**src/cu_read_defs.svh**
```systemverilog
// Sizing constants for the CU read-command controller
// CU count, burst FIFO depth and command field widths

`ifndef CU_READ_DEFS_SVH
`define CU_READ_DEFS_SVH

// Compute units sharing the read path
`define CU_NUM          4
`define CU_ID_WIDTH     2
`define CU_COUNT_WIDTH  3

// Burst command FIFO
`define CMD_FIFO_DEPTH  8
`define CMD_FIFO_ALFULL 6

// Command fields
`define ADDR_WIDTH      32
`define TAG_WIDTH       8

`endif

```
**src/cu_read_pkg.sv**
```systemverilog
// Shared types of the CU read-command controller
// Opcodes, issuer FSM states, command and response records

`include "cu_read_defs.svh"

package cu_read_pkg;

	// Kind of memory read
	typedef enum logic {
		READ_LINE    = 1'b0,
		READ_PARTIAL = 1'b1
	} read_opcode_e;

	// Bus issuer FSM
	typedef enum logic [1:0] {
		IDLE    = 2'd0,
		FETCH   = 2'd1,
		REQUEST = 2'd2,
		RELEASE = 2'd3
	} issuer_state_e;

	// One read command as posted by a CU and carried to the bus
	typedef struct packed {
		logic                     valid;
		logic [`CU_ID_WIDTH-1:0]  cu_id;
		read_opcode_e             opcode;
		logic [`ADDR_WIDTH-1:0]   addr;
		logic [`TAG_WIDTH-1:0]    tag;
	} read_cmd_t;

	// Read response from memory
	typedef struct packed {
		logic                     valid;
		logic [`CU_ID_WIDTH-1:0]  cu_id;
		logic [`TAG_WIDTH-1:0]    tag;
		logic                     ok;
	} read_resp_t;

endpackage

```
**src/burst_command_fifo.sv**
```systemverilog
// Burst command FIFO between the arbiter and the bus issuer
// Circular buffer with registered read port and almost-full flag

`include "cu_read_defs.svh"

module burst_command_fifo
	import cu_read_pkg::*;
(
	input  logic       clock,
	input  logic       rstn,
	input  logic       push,
	input  read_cmd_t  push_cmd,
	input  logic       pop,
	output read_cmd_t  pop_cmd,
	output logic       empty,
	output logic       alfull
);

	localparam int PTR_W = $clog2(`CMD_FIFO_DEPTH);
	localparam int CNT_W = $clog2(`CMD_FIFO_DEPTH + 1);

	read_cmd_t        mem [`CMD_FIFO_DEPTH];
	logic [PTR_W-1:0] wr_ptr;
	logic [PTR_W-1:0] rd_ptr;
	logic [CNT_W-1:0] count;
	logic             push_ok;
	logic             pop_ok;

	assign push_ok = push && (count != CNT_W'(`CMD_FIFO_DEPTH));
	assign pop_ok  = pop && !empty;

	assign empty = (count == '0);
	// A push in flight already counts as an entry
	assign alfull = (32'(count) + 32'(push)) >= `CMD_FIFO_ALFULL;

	//////////////////////////////
	// Pointers and fill level
	//////////////////////////////

	always_ff @(posedge clock or negedge rstn) begin
		if (!rstn) begin
			wr_ptr <= '0;
			rd_ptr <= '0;
			count  <= '0;
		end else begin
			if (push_ok)
				wr_ptr <= (wr_ptr == PTR_W'(`CMD_FIFO_DEPTH - 1)) ? '0 : wr_ptr + 1'b1;
			if (pop_ok)
				rd_ptr <= (rd_ptr == PTR_W'(`CMD_FIFO_DEPTH - 1)) ? '0 : rd_ptr + 1'b1;
			case ({push_ok, pop_ok})
				2'b10:   count <= count + 1'b1;
				2'b01:   count <= count - 1'b1;
				default: count <= count;
			endcase
		end
	end

	//////////////////////////////
	// Storage
	//////////////////////////////

	always_ff @(posedge clock) begin
		if (push_ok)
			mem[wr_ptr] <= push_cmd;
	end

	// Popped entry shows up the cycle after pop
	always_ff @(posedge clock) begin
		if (pop_ok)
			pop_cmd <= mem[rd_ptr];
	end

endmodule

```
**config.mk**
```make
export PLATFORM = sky130hd
export DESIGN_NAME = burst_command_fifo
export DESIGN_NICKNAME = d
export VERILOG_FILES = /design/src/cu_read_pkg.sv /design/src/burst_command_fifo.sv
export VERILOG_INCLUDE_DIRS = /design/src
export SDC_FILE = /design/constraint.sdc
export NUM_CORES = 1
export LEC_CHECK = 0
export BUFFER_PORTS_ARGS = -buffer_cell sky130_fd_sc_hd__buf_2
export CAP_MARGIN = 40
export CORE_MARGIN = 3
export CORE_UTILIZATION = 27
export CTS_CLUSTER_SIZE = 12
export DETAILED_ROUTE_END_ITERATION = 16
export PLACE_DENSITY_LB_ADDON = 0.12
export SETUP_SLACK_MARGIN = 0.3
export SYNTH_ARGS = -nofsm -noshare
export SYNTH_HDL_FRONTEND = slang
export SYNTH_SLANG_ARGS = --single-unit
```
**constraint.sdc**
```tcl
create_clock -name clock -period 6 [get_ports clock]
set_input_delay 0.6 -clock clock [delete_from_list [all_inputs] [get_ports clock]]
set_output_delay 0.6 -clock clock [all_outputs]
set_load 0.02 [all_outputs]
```
== Word level (Yosys, flattened, before mapping) ==
Memories as Yosys holds them, arrays and structs flattened. A register that Yosys moved wholly into a read port is not among the register bits.
Index checks and enable logic that the tools add are counted.
Word-level totals
  bits in registers: 10
  memory bits (writable): 352
  bits of input ports: 48
  output and inout port bits: 46
  memories: 1
Memory list
  mem: depth 8, width 44, rd ports 1, clocked after Yosys merged registers in 1, write ports 1, RTL line burst_command_fifo.sv:22  | read_cmd_t mem [`CMD_FIFO_DEPTH];
Cells by class
  $add $sub $neg: 5
  order comparisons: 1
  eq/ne operators: 5
  multiplexer cells: 5
  reductions and logical operators: 5
Operators with widths (number)
  4-bit one-hot mux with 2 select lines: 1
  3-bit by 1-bit adder with 3-bit output (second input constant): 2
  3-bit equality test (second input constant): 2
  3-bit 2-to-1 mux: 2
  4-bit by 1-bit adder with 5-bit output: 1
  5-bit by 3-bit >= comparator with 1-bit output (second input constant): 1
  4-bit by 1-bit adder with 4-bit output (second input constant): 1
  4-bit zero test: 1
  4-bit inequality test (second input constant): 1
  4-bit by 1-bit subtractor with 4-bit output (second input constant): 1
  2-bit by 1-bit equality test with 1-bit output (second input constant): 1
  2-bit equality test (second input constant): 1
  1-bit logical AND: 2
  1-bit 2-to-1 mux: 2
  2-bit nonzero test: 1
  1-bit zero test: 1

== Depth between registers and ports, before layout ==
Gate-level depths: netlist of run 1.
  depth after elaboration: 5
  gate-level depth with buffers: 7
  mapped depth without buffers: 7

== Worst setup path before layout of run 1 ==
No wires, ideal clock.
  path kind: register to register
  start: register count[0]
  end: memory mem[0][0] (netlist bit), enable pin
  library setup time: 555 ps
  arrival: 4926 ps
  data required time: 5445 ps
  slack: 519 ps
  stages on the path, launching flop included: 4
  buffers on the path: 0
  path through: dfrtp_1 or3_1 o21ai_4 nor4_1
On the way
  cells in the longest elaborated chain, start to end: 4
Ends and longest elaborated chain
  start, declared: RTL line burst_command_fifo.sv:25  | logic [CNT_W-1:0] count;
  start signal, assigned: RTL line burst_command_fifo.sv:51  | 2'b10: count <= count + 1'b1;
  start signal, assigned: RTL line burst_command_fifo.sv:52  | 2'b01: count <= count - 1'b1;
  start signal, assigned: RTL line burst_command_fifo.sv:53  | default: count <= count;
  4-bit inequality test: RTL line burst_command_fifo.sv:29  | assign push_ok = push && (count != CNT_W'(`CMD_FIFO_DEPTH));
  1-bit logical AND: RTL line burst_command_fifo.sv:29
  1-bit 2-to-1 mux: RTL line burst_command_fifo.sv:63  | if (push_ok)
  1-bit 2-to-1 mux (not written as such): RTL line burst_command_fifo.sv:64  | mem[wr_ptr] <= push_cmd;
  end, declared: RTL line burst_command_fifo.sv:22
No other way between the ends.

== Worst setup path in the final report of run 1 ==
  start: register count[1]
  end: register count[3]
On the way
  cells in the longest elaborated chain, start to end: 5
Ends and longest elaborated chain
  4-bit zero test: RTL line burst_command_fifo.sv:32  | assign empty = (count == '0);
  1-bit zero test: RTL line burst_command_fifo.sv:30  | assign pop_ok = pop && !empty;
  1-bit logical AND: RTL line burst_command_fifo.sv:30
  2-bit by 1-bit equality test with 1-bit output / 2-bit equality test (equally long branches): RTL line burst_command_fifo.sv:50  | case ({push_ok, pop_ok})
  4-bit one-hot mux with 2 select lines / 2-bit nonzero test (equally long branches)
Parallel ways exist; a longest one is shown, timed or not.
A chain may end at the register's enable or synchronous reset.

==> impl_metrics.toml, run 1 <==
[run_status]
status = "finished clean"

[synth]
synth_adder_area_share_pct = 0.849
synth_mux_area_share_pct = 18.4
ys_seq_elements = 406
async_reset_ff_share_pct = 2.46
synthXorXnorAreaFrac_pct = 0.112
ys.flop_type = "edfxtp_1"
ys_top_cells_by_count = "edfxtp_1, mux4_1, mux2_2"
synth_top_family_by_area = "multiplexers"
synth_simple_gate_area_share_pct = 0.905
syn_inst = 629
syn-num-nets = 687
ys.warnings.count = 0
yosysSeqAreaShare_pct = 77.7
synth_compound_area_share_pct = 0.793
avgSynthCellArea_um2 = 24.8
synth-edff-count = 396
yosysTopAreaCell = "edfxtp_1"
yosys.cell_types.count = 35
synth_most_common_cell = "edfxtp_1"
synthTopCellsByArea = "edfxtp_1, mux4_1, mux2_2"
syn_area_um2 = 15600
synth_top_area_share_pct = 76.1

[detailed_routing]
vias_per_cell = 4.45
drc = 0
drt-total-wl_um = 36000
dr.pass1.iters = 6
ant_nets = 0
drtIter0Drc = 313
vias = 6944
routedWlPerCell_um = 23.1

[worst_setup_path]
cp_common_cell = "ha_1"
endpoint_kind = "flop"
crit_path_max_fanout = 9
start_kind = "flop"
worst-path-buf-inv = 0
slowest_delay_ns = 0.69
r2r_start = "count[1]$_DFFE_PN0P_"
r2r_cells = 7
reg2reg_to = "count[3]$_DFFE_PN0P_"
rrSetupSlack_ns = 2.94
cpLargestDelayFamily = "simple AND/OR/NAND/NOR gates"
critPathSlowestCell = "or4b_2"
startpoint = "count[1]$_DFFE_PN0P_"
worstSetupPathType = "reg2reg"
arrival_ns = 3.48
path_cells = "or3_1 > o21ai_4 > ha_1 > ha_1 > or4b_2 > o311ai_0 > o211ai_1"
required_ns = 6.43

[placement]
post-dp-hpwl_um = 19400
io_buffers = 93
place_congestion = 0.634

[clock_tree]
cts_root_buffer = "clkbuf_16"
clock-sinks = 406
tritoncts = "built"
cts_setup_buffers = 0
clk_latency_ns = 0.56
cts.clk_slew.worst_paths_ns = 0.06
cts_buffers = 46
htree_levels = 2
clock_path_buffers = 3

[finish]
fin_nets = 825
syn_to_final_growth_pct = 19.8
n_antenna_cell = 0
drive_above_1_share_pct = 30.1

[sta]
skew_ns = 0.0140
slew_viol_final = 0
holdWs_ns = 0.297
hold_viol_final = 0
fmax_ghz = 0.327
tightest_slew_ns = 0.805
fin_crit_ns = 3.06
relSlewSlack_pct = 46.3
rsz0062_at_grt = "false"
fin_tns_setup_ns = 0
setup_violations = 0
fin_crit_sh_pct = 50.9

[power]
leakage_nw = 6.26
intPower_w = 0.00649
clkPwrFrac_pct = 30.3
power_density_nw_per_um2 = 484
share_seq_of_total_power_pct = 45.0
netSwitchingPower_w = 0.00258
ir_worst_vdd_uv = 239
combPwrFrac_pct = 24.7
p_sw_share_pct = 28.4

[grt]
grt_pass1_wl_um = 51800
grt_max_degree = 46
grt_pass1_vias = 7685
grt_usage_pct = 12.0
antenna_found_initial = 4
grt-ovfl-total = 0

[die]
die_area_um2 = 60800
dieHeight_um = 247
fp.coreArea_um2 = 56800
io_pins = 94
chipWidth_um = 247
start_util_pct = 27.5
num_rows = 87

[min_path]
min_path_cells = 1
hold_end = "mem[7][1]$_DFFE_PP_"
hold_class = "in2reg"
hp-start = "push_cmd[1]"

[flow_run]
max_cap_viol_count = 0
worst max-delay path by stage:
| stage | endpoint | slack (ns) | cells after the start |
|---|---|---|---|
| finish | count[3]$_DFFE_PN0P_ | 2.94 | 7 |
| global route | count[3]$_DFFE_PN0P_ | 2.77 | 7 |
| CTS | count[3]$_DFFE_PN0P_ | 2.94 | 7 |
| detailed placement | count[3]$_DFFE_PN0P_ | 2.96 | 7 |
| global placement | pop_cmd[26]$_DFFE_PP_ | 2.97 | 3 |
| floorplan | mem[0][0]$_DFFE_PP_ | 0.52 | 3 |
placed cells by master (no fill, tap or decap), types with 2 or more instances in the layout:
cell type,count
buf_12,2
clkinvlp_4,2
dfrtp_1,7
inv_1,5
clkinv_1,13
o211ai_1,2
clkinv_2,5
nand3_1,2
ha_1,9
o21ai_0,3
nand2b_1,3
nor3_2,4
mux4_1,87
mux2_2,49
bufinv_16,4
nand2_1,4
edfxtp_1,396
buf_16,6
nor2_4,3
clkbuf_1,12
nor2_1,2
dfrtp_4,3
buf_4,14
a21oi_1,3
nor3b_1,3
clkbuf_16,49
buf_2,93
cell families (layout without fill, tap and decap cells):
group           after synthesis  in the layout
flops                       406            406
mux                         138            138
buf+inv                      32            208
simple gates                 26             26
compound gates               15             15
fa+ha+maj                    10             10
xor+xnor                      2              2
metal layers:
layer	GRT usage (%)	vias to the layer above	wire (um)
met1	14.2	3675	14800
met5	0	-	41
met2	21.4	152	18700
li1	-	3052	-
met4	3.71	6	813
met3	2.78	59	1670
stage by stage:
stage	utilization [%]	instances	total power, W	setup slack [ns]	area, um^2
2_1_floorplan	-	629	0.00561	0.519	15600
3_3_place_gp	30.0	1466	0.00632	2.97	17000
3_5_place_dp	30.3	1474	0.00648	2.96	17200
4_1_cts	33.0	1561	0.00929	2.94	18700
5_1_grt	33.0	1561	0.00955	2.77	18700
6_report	33.0	1561	0.00907	2.94	18700
sequential cells by signal (all words and copies together) (netlist names):
name / cells
pop_cmd: 44
wr_ptr: 3
mem: 352
rd_ptr: 3
count: 4
what timing repair did:
| item | CTS | global route |
|---|---|---|
| hold buffers | 1 | 0 |
| resized for setup | 0 | 0 |
| endpoints found under the hold margin | 10 | 0 |
worst register-to-register path: cells and delay by family (launching register included):
family / cells / cell delay (ns)
AOI/OAI and AO/OA: 3 / 0.56
adders and majority gates: 2 / 0.75
DFF: 1 / 0.46
and+or+nand+nor: 2 / 1.16
power by group through the flow:
stage	clock, W	sequential, W	combinational, W
after detailed placement	0	0.00416	0.00232
after global routing	0.00297	0.00414	0.00244
final	0.00275	0.00408	0.00224
after global placement	0	0.00424	0.00208
after CTS	0.00285	0.00411	0.00233
after floorplan	0	0.00417	0.00144
cell type report:
type                    instances  area (um^2)
fillers                      5404        38100
inverters                       6         22.5
well taps                     756          946
clock buffers                  61         1270
repair buffers                116          786
multi-input cells             191         3330
flip-flops and latches        406        12200
clock inverters                25          218
Power figures use the tool's default switching activity.
==> run 2: changes to the inputs <==
--- a/config.mk
+++ b/config.mk
@@ -6,6 +6,7 @@
 export SDC_FILE = /design/constraint.sdc
 export NUM_CORES = 1
 export LEC_CHECK = 0
+export ABC_AREA = 1
 export BUFFER_PORTS_ARGS = -buffer_cell sky130_fd_sc_hd__buf_2
 export CAP_MARGIN = 40
 export CORE_MARGIN = 3
==> constraint.sdc (replaced) <==
create_clock -name clock -period 3.1 [get_ports clock]
set_input_delay 0.31 -clock clock [delete_from_list [all_inputs] [get_ports clock]]
set_output_delay 0.31 -clock clock [all_outputs]
set_load 0.02 [all_outputs]
==> impl_metrics.toml, run 2 <==
[die]
chipWidth_um = 251
start_util_pct = 27.4
dieHeight_um = 251
die_area_um2 = 62900
fp.coreArea_um2 = 59100
num_rows = 89
io_pins = 94

[worst_setup_path]
required_ns = 3.43
arrival_ns = 2.62
start_kind = "flop"
endpoint_kind = "flop"
crit_path_max_fanout = 55
worstSetupPathType = "reg2reg"

[sta]
fin_tns_setup_ns = 0
skew_ns = 0.0127
fin_crit_ns = 2.30
slew_viol_final = 0
fin_crit_sh_pct = 74.2
hold_viol_final = 0
relSlewSlack_pct = 44.0
fmax_ghz = 0.435
setup_violations = 0
rsz0062_at_grt = "false"
tightest_slew_ns = 0.840

[finish]
top_regs = "mem: 352 flops, pop_cmd: 44 flops, count: 4 flops"
layout_common_cells = "edfxtp_1, nand2_1, nor2_1, o21ai_0, buf_2"
final_core_util_pct = 32.1
largest_reg_flops = 352
finalNonFillerCells = 2217
regMostFlops = "mem"
drive_above_1_share_pct = 15.7
fin_nets = 1469
layout.cells.most_common = "edfxtp_1"
n_antenna_cell = 0
syn_to_final_growth_pct = 17.2

[synth]
synth_top_area_share_pct = 73.4
syn_inst = 1309
synth-edff-count = 396
syn-num-nets = 1367
avgSynthCellArea_um2 = 12.4
ys_seq_elements = 406
synthTopCellsByArea = "edfxtp_1, nand2_1, nor2_1"
ys.flop_type = "edfxtp_1"
yosys.cell_types.count = 28
async_reset_ff_share_pct = 2.46
synth_most_common_cell = "edfxtp_1"
yosysTopAreaCell = "edfxtp_1"
syn_area_um2 = 16200
ys_top_cells_by_count = "edfxtp_1, nand2_1, nor2_1"
ys.warnings.count = 0
yosysSeqAreaShare_pct = 75.0

[grt]
grt_usage_pct = 13.7
antenna_found_initial = 0
grt_max_degree = 144
grt_pass1_vias = 9588
grt-ovfl-total = 0
grt_pass1_wl_um = 64800

[detailed_routing]
routedWlPerCell_um = 19.5
drt-total-wl_um = 43300
vias_per_cell = 4.39
drc = 0
drtIter0Drc = 524
dr.pass1.iters = 4
ant_nets = 0
vias = 9727

[power]
ir_worst_vdd_uv = 773
leakage_nw = 6.91
power_density_nw_per_um2 = 990

[clock_tree]
cts_buffers = 47
tritoncts = "built"
clk_latency_ns = 0.57
clock_path_buffers = 3
clock-sinks = 406
cts_root_buffer = "clkbuf_16"
htree_levels = 2
cts.clk_slew.worst_paths_ns = 0.06

[placement]
place_congestion = 0.730
post-dp-hpwl_um = 24700
dp_cells = 2133
io_buffers = 93

[run_status]
status = "finished clean"

[min_path]
hold_class = "in2reg"

[flow_run]
max_cap_viol_count = 0
-- run 2: cells by family after synthesis --
group / Yosys count / synth area share [%]
AND/OR/NAND/NOR: 620 / 14.9
flip-flops: 406 / 75.0
AO/OA/AOI/OAI: 187 / 5.79
buffers and inverters: 84 / 3.39
adder cells (fa/ha/maj): 10 / 0.819
XOR/XNOR: 2 / 0.108
-- run 2: what timing repair did --
action,in CTS,in global routing
buffers inserted,0,0
endpoints found under the setup margin,0,0
endpoints found under the hold margin,12,0
hold buffers,2,0
gates resized for setup,0,0
-- run 2: final cells by class --
cell class	instances	area, um^2
fill	5925	40200
sequential	406	12200
multi-input combinational	819	3560
clock buffer	57	1260
tap	773	967
timing repair buffer	120	798
clock inverter	25	166
inverter	17	75.1
-- run 2: final timing paths --
path	slack [ns]	cells past startpoint	end	from
min in group asynchronous	0.15	2	count[2]$_DFFE_PN0P_	rstn
setup / recovery	0.80	7	pop_cmd[0]$_DFFE_PP_	rd_ptr[1]$_DFFE_PN0P_
hold / removal	0.04	1	mem[3][40]$_DFFE_PP_	push_cmd[40]
setup reg to reg	0.80	7	pop_cmd[0]$_DFFE_PP_	rd_ptr[1]$_DFFE_PN0P_
hold reg to reg	0.52	2	count[2]$_DFFE_PN0P_	count[2]$_DFFE_PN0P_
max in group asynchronous	2.72	2	rd_ptr[0]$_DFFE_PN0P_	rstn
-- run 2: routing by layer --
metal / global-route usage [%] / up-vias / part of all wire, %
met4: 3.65 / 0 / 1.8
met3: 2.04 / 56 / 3.2
li1: - / 4715 / -
met2: 22.9 / 135 / 48
met5: 0 / - / 0
met1: 18.8 / 4821 / 47
-- run 2: critical path, stage by stage (launching register included) --
cell	delay, ns
dfrtp_4	0.42
buf_4	0.59
buf_4	0.60
nor2_1	0.09
o21ai_0	0.09
nand2_1	0.06
nand2_1	0.05
nand2_1	0.05
-- run 2: power breakdown --
group	total, W	internal, W	switching [W]
sequential	0.00766	0.00729	0.000368
clock	0.00520	0.00302	0.00218
combinational	0.00592	0.00163	0.00429
-- run 2: stage by stage --
step,setup WS [ns],instance area [um^2],hold slack [ns],total power (W)
after global placement,0.774,17500,0.205,0.0139
after floorplan,-0.0459,16200,0.0144,0.0118
after global routing,0.629,19000,0.0409,0.0201
final,0.801,19000,0.0358,0.0188
after detailed placement,0.752,17500,0.201,0.0139
after CTS,0.742,19000,0.0106,0.0192
==> run 3: changes to the inputs <==
==> constraint.sdc (replaced) <==
create_clock -name clock -period 2.3 [get_ports clock]
set_input_delay 0.23 -clock clock [delete_from_list [all_inputs] [get_ports clock]]
set_output_delay 0.23 -clock clock [all_outputs]
set_load 0.02 [all_outputs]
==> impl_metrics.toml, run 3 (synthesis results as in run 2) <==
[worst_setup_path]
arrival_ns = 1.89
required_ns = 2.07
reg2reg_to = "count[3]$_DFFE_PN0P_"
endpoint_kind = "primary output"
rrSetupSlack_ns = 0.33
r2r_start = "count[0]$_DFFE_PN0P_"
worstSetupPathType = "reg2out"
start_kind = "flop"
crit_path_max_fanout = 2
r2r_cells = 13

[min_path]
min_path_cells = 3
hold_end = "wr_ptr[0]$_DFFE_PN0P_"
hold_class = "in2reg"
hp-start = "push"

[clock_tree]
cts.clk_slew.worst_paths_ns = 0.06
clock_path_buffers = 3
tritoncts = "built"
cts_buffers = 47
clk_latency_ns = 0.57
cts_root_buffer = "clkbuf_16"
htree_levels = 2
clock-sinks = 406

[finish]
fillers = 5791
layout_common_cells = "edfxtp_1, nand2_1, nor2_1, o21ai_0, buf_2"
seqCellArea_um2 = 12200
layout.cells.most_common = "edfxtp_1"
top_regs = "mem: 352 flops, pop_cmd: 44 flops, count: 4 flops"
syn_to_final_growth_pct = 21.9
largest_reg_flops = 352
final_core_util_pct = 33.4
fin_nets = 1525
regMostFlops = "mem"
multiInputGateArea_um2 = 3680
drive_above_1_share_pct = 17.1

[sta]
fmax_ghz = 0.472
fin_crit_sh_pct = 92.1
holdWs_ns = 0.0414
setup_violations = 0
setup_ws_ns = 0.181
relSlewSlack_pct = 62.5
rsz0062_at_grt = "true"
fin_crit_ns = 2.12
skew_ns = 0.0141
hold_viol_final = 0
tightest_slew_ns = 0.562
slew_viol_final = 0

[power]
leakage_nw = 7.21
ir_worst_vdd_uv = 703
power_density_nw_per_um2 = 1300

[grt]
grt-ovfl-total = 0
grt_pass1_wl_um = 61500
antenna_found_initial = 3
grt_usage_pct = 12.9
grt_max_degree = 91
grt_pass1_vias = 9798

[die]
dieHeight_um = 251
start_util_pct = 27.4
die_area_um2 = 62900
io_pins = 94
chipWidth_um = 251
num_rows = 89
fp.coreArea_um2 = 59100

[detailed_routing]
drt-total-wl_um = 40500
dr.pass1.iters = 5
vias_per_cell = 4.27
vias = 9708
routedWlPerCell_um = 17.8
ant_nets = 0
drtIter0Drc = 429
drc = 0

[placement]
io_buffers = 93
place_congestion = 0.704
post-place-ws_ns = 0.364
post-dp-hpwl_um = 21300

[run_status]
status = "finished clean"

[flow_run]
max_cap_viol_count = 0
run 3: cell types whose count changed in the layout (fill, tap and decap cells not counted), sizes merged:
cell	before	now
buf	118	131
clkbuf	57	60
clkinv	22	19
clkinvlp	2	1
diode	0	2
dlygate4sd3	2	45
run 3: where the power goes:
group	internal (W)	switching, W
registers	0.00981	0.000449
clock network	0.00408	0.00289
logic	0.00263	0.00576
total	0.0165	0.00910
run 3: area by class of cell:
type / count / area share (%)
well taps: 773 / 4.90
clock buffers: 60 / 6.42
repair buffers: 176 / 7.36
diodes: 2 / 0.0254
multi-input cells: 819 / 18.6
clock inverters: 21 / 0.723
flip-flops and latches: 406 / 61.6
inverters: 17 / 0.380
run 3: worst max path at each step:
stage	to	slack [ns]	start	depth (start not counted)
after floorplan	count[3]$_DFFE_PN0P_	-0.28	count[0]$_DFFE_PN0P_	11
after global placement	rd_ptr[0]$_DFFE_PN0P_	0.28	rd_ptr[1]$_DFFE_PN0P_	6
after detailed placement	rd_ptr[0]$_DFFE_PN0P_	0.36	rd_ptr[1]$_DFFE_PN0P_	6
after CTS	alfull	0.09	count[0]$_DFFE_PN0P_	6
after global routing	alfull	0.09	count[0]$_DFFE_PN0P_	6
final	alfull	0.18	count[0]$_DFFE_PN0P_	6
run 3: repair_timing:
item	in CTS	in global routing
hold buffers	45	0
gates resized for setup	6	11
setup buffers	3	1
pin swaps	3	2
hold endpoints to repair	362	0
setup endpoints to repair	1	40
cloned	0	0
run 3: metal layers:
layer  global-route usage (%)  vias to the layer above  share of wire [%]
met5                        0                        -              0.017
met4                     3.70                        2                2.0
met3                     2.38                       59                4.1
met2                     21.1                      161                 47
met1                     17.6                     4676                 47
li1                         -                     4810                  -
run 3: stage by stage:
stage / cell area [um^2] / total power [W] / TNS, ns / cells
final: 19700 / 0.0256 / 0 / 2274
after global routing: 19700 / 0.0274 / 0 / 2273
after CTS: 19700 / 0.0261 / 0 / 2271
after detailed placement: 17800 / 0.0188 / 0 / 2142
after global placement: 17800 / 0.0189 / 0 / 2142
after floorplan: 16300 / 0.0160 / -0.596 / 1309
run 3: worst max-delay path, cell delays in order, from the launching register on:
cell     delay (ns)
dfrtp_1        0.39
buf_6          0.13
ha_4           0.16
ha_4           0.28
a31oi_4        0.08
o21ai_2        0.15
buf_6          0.14
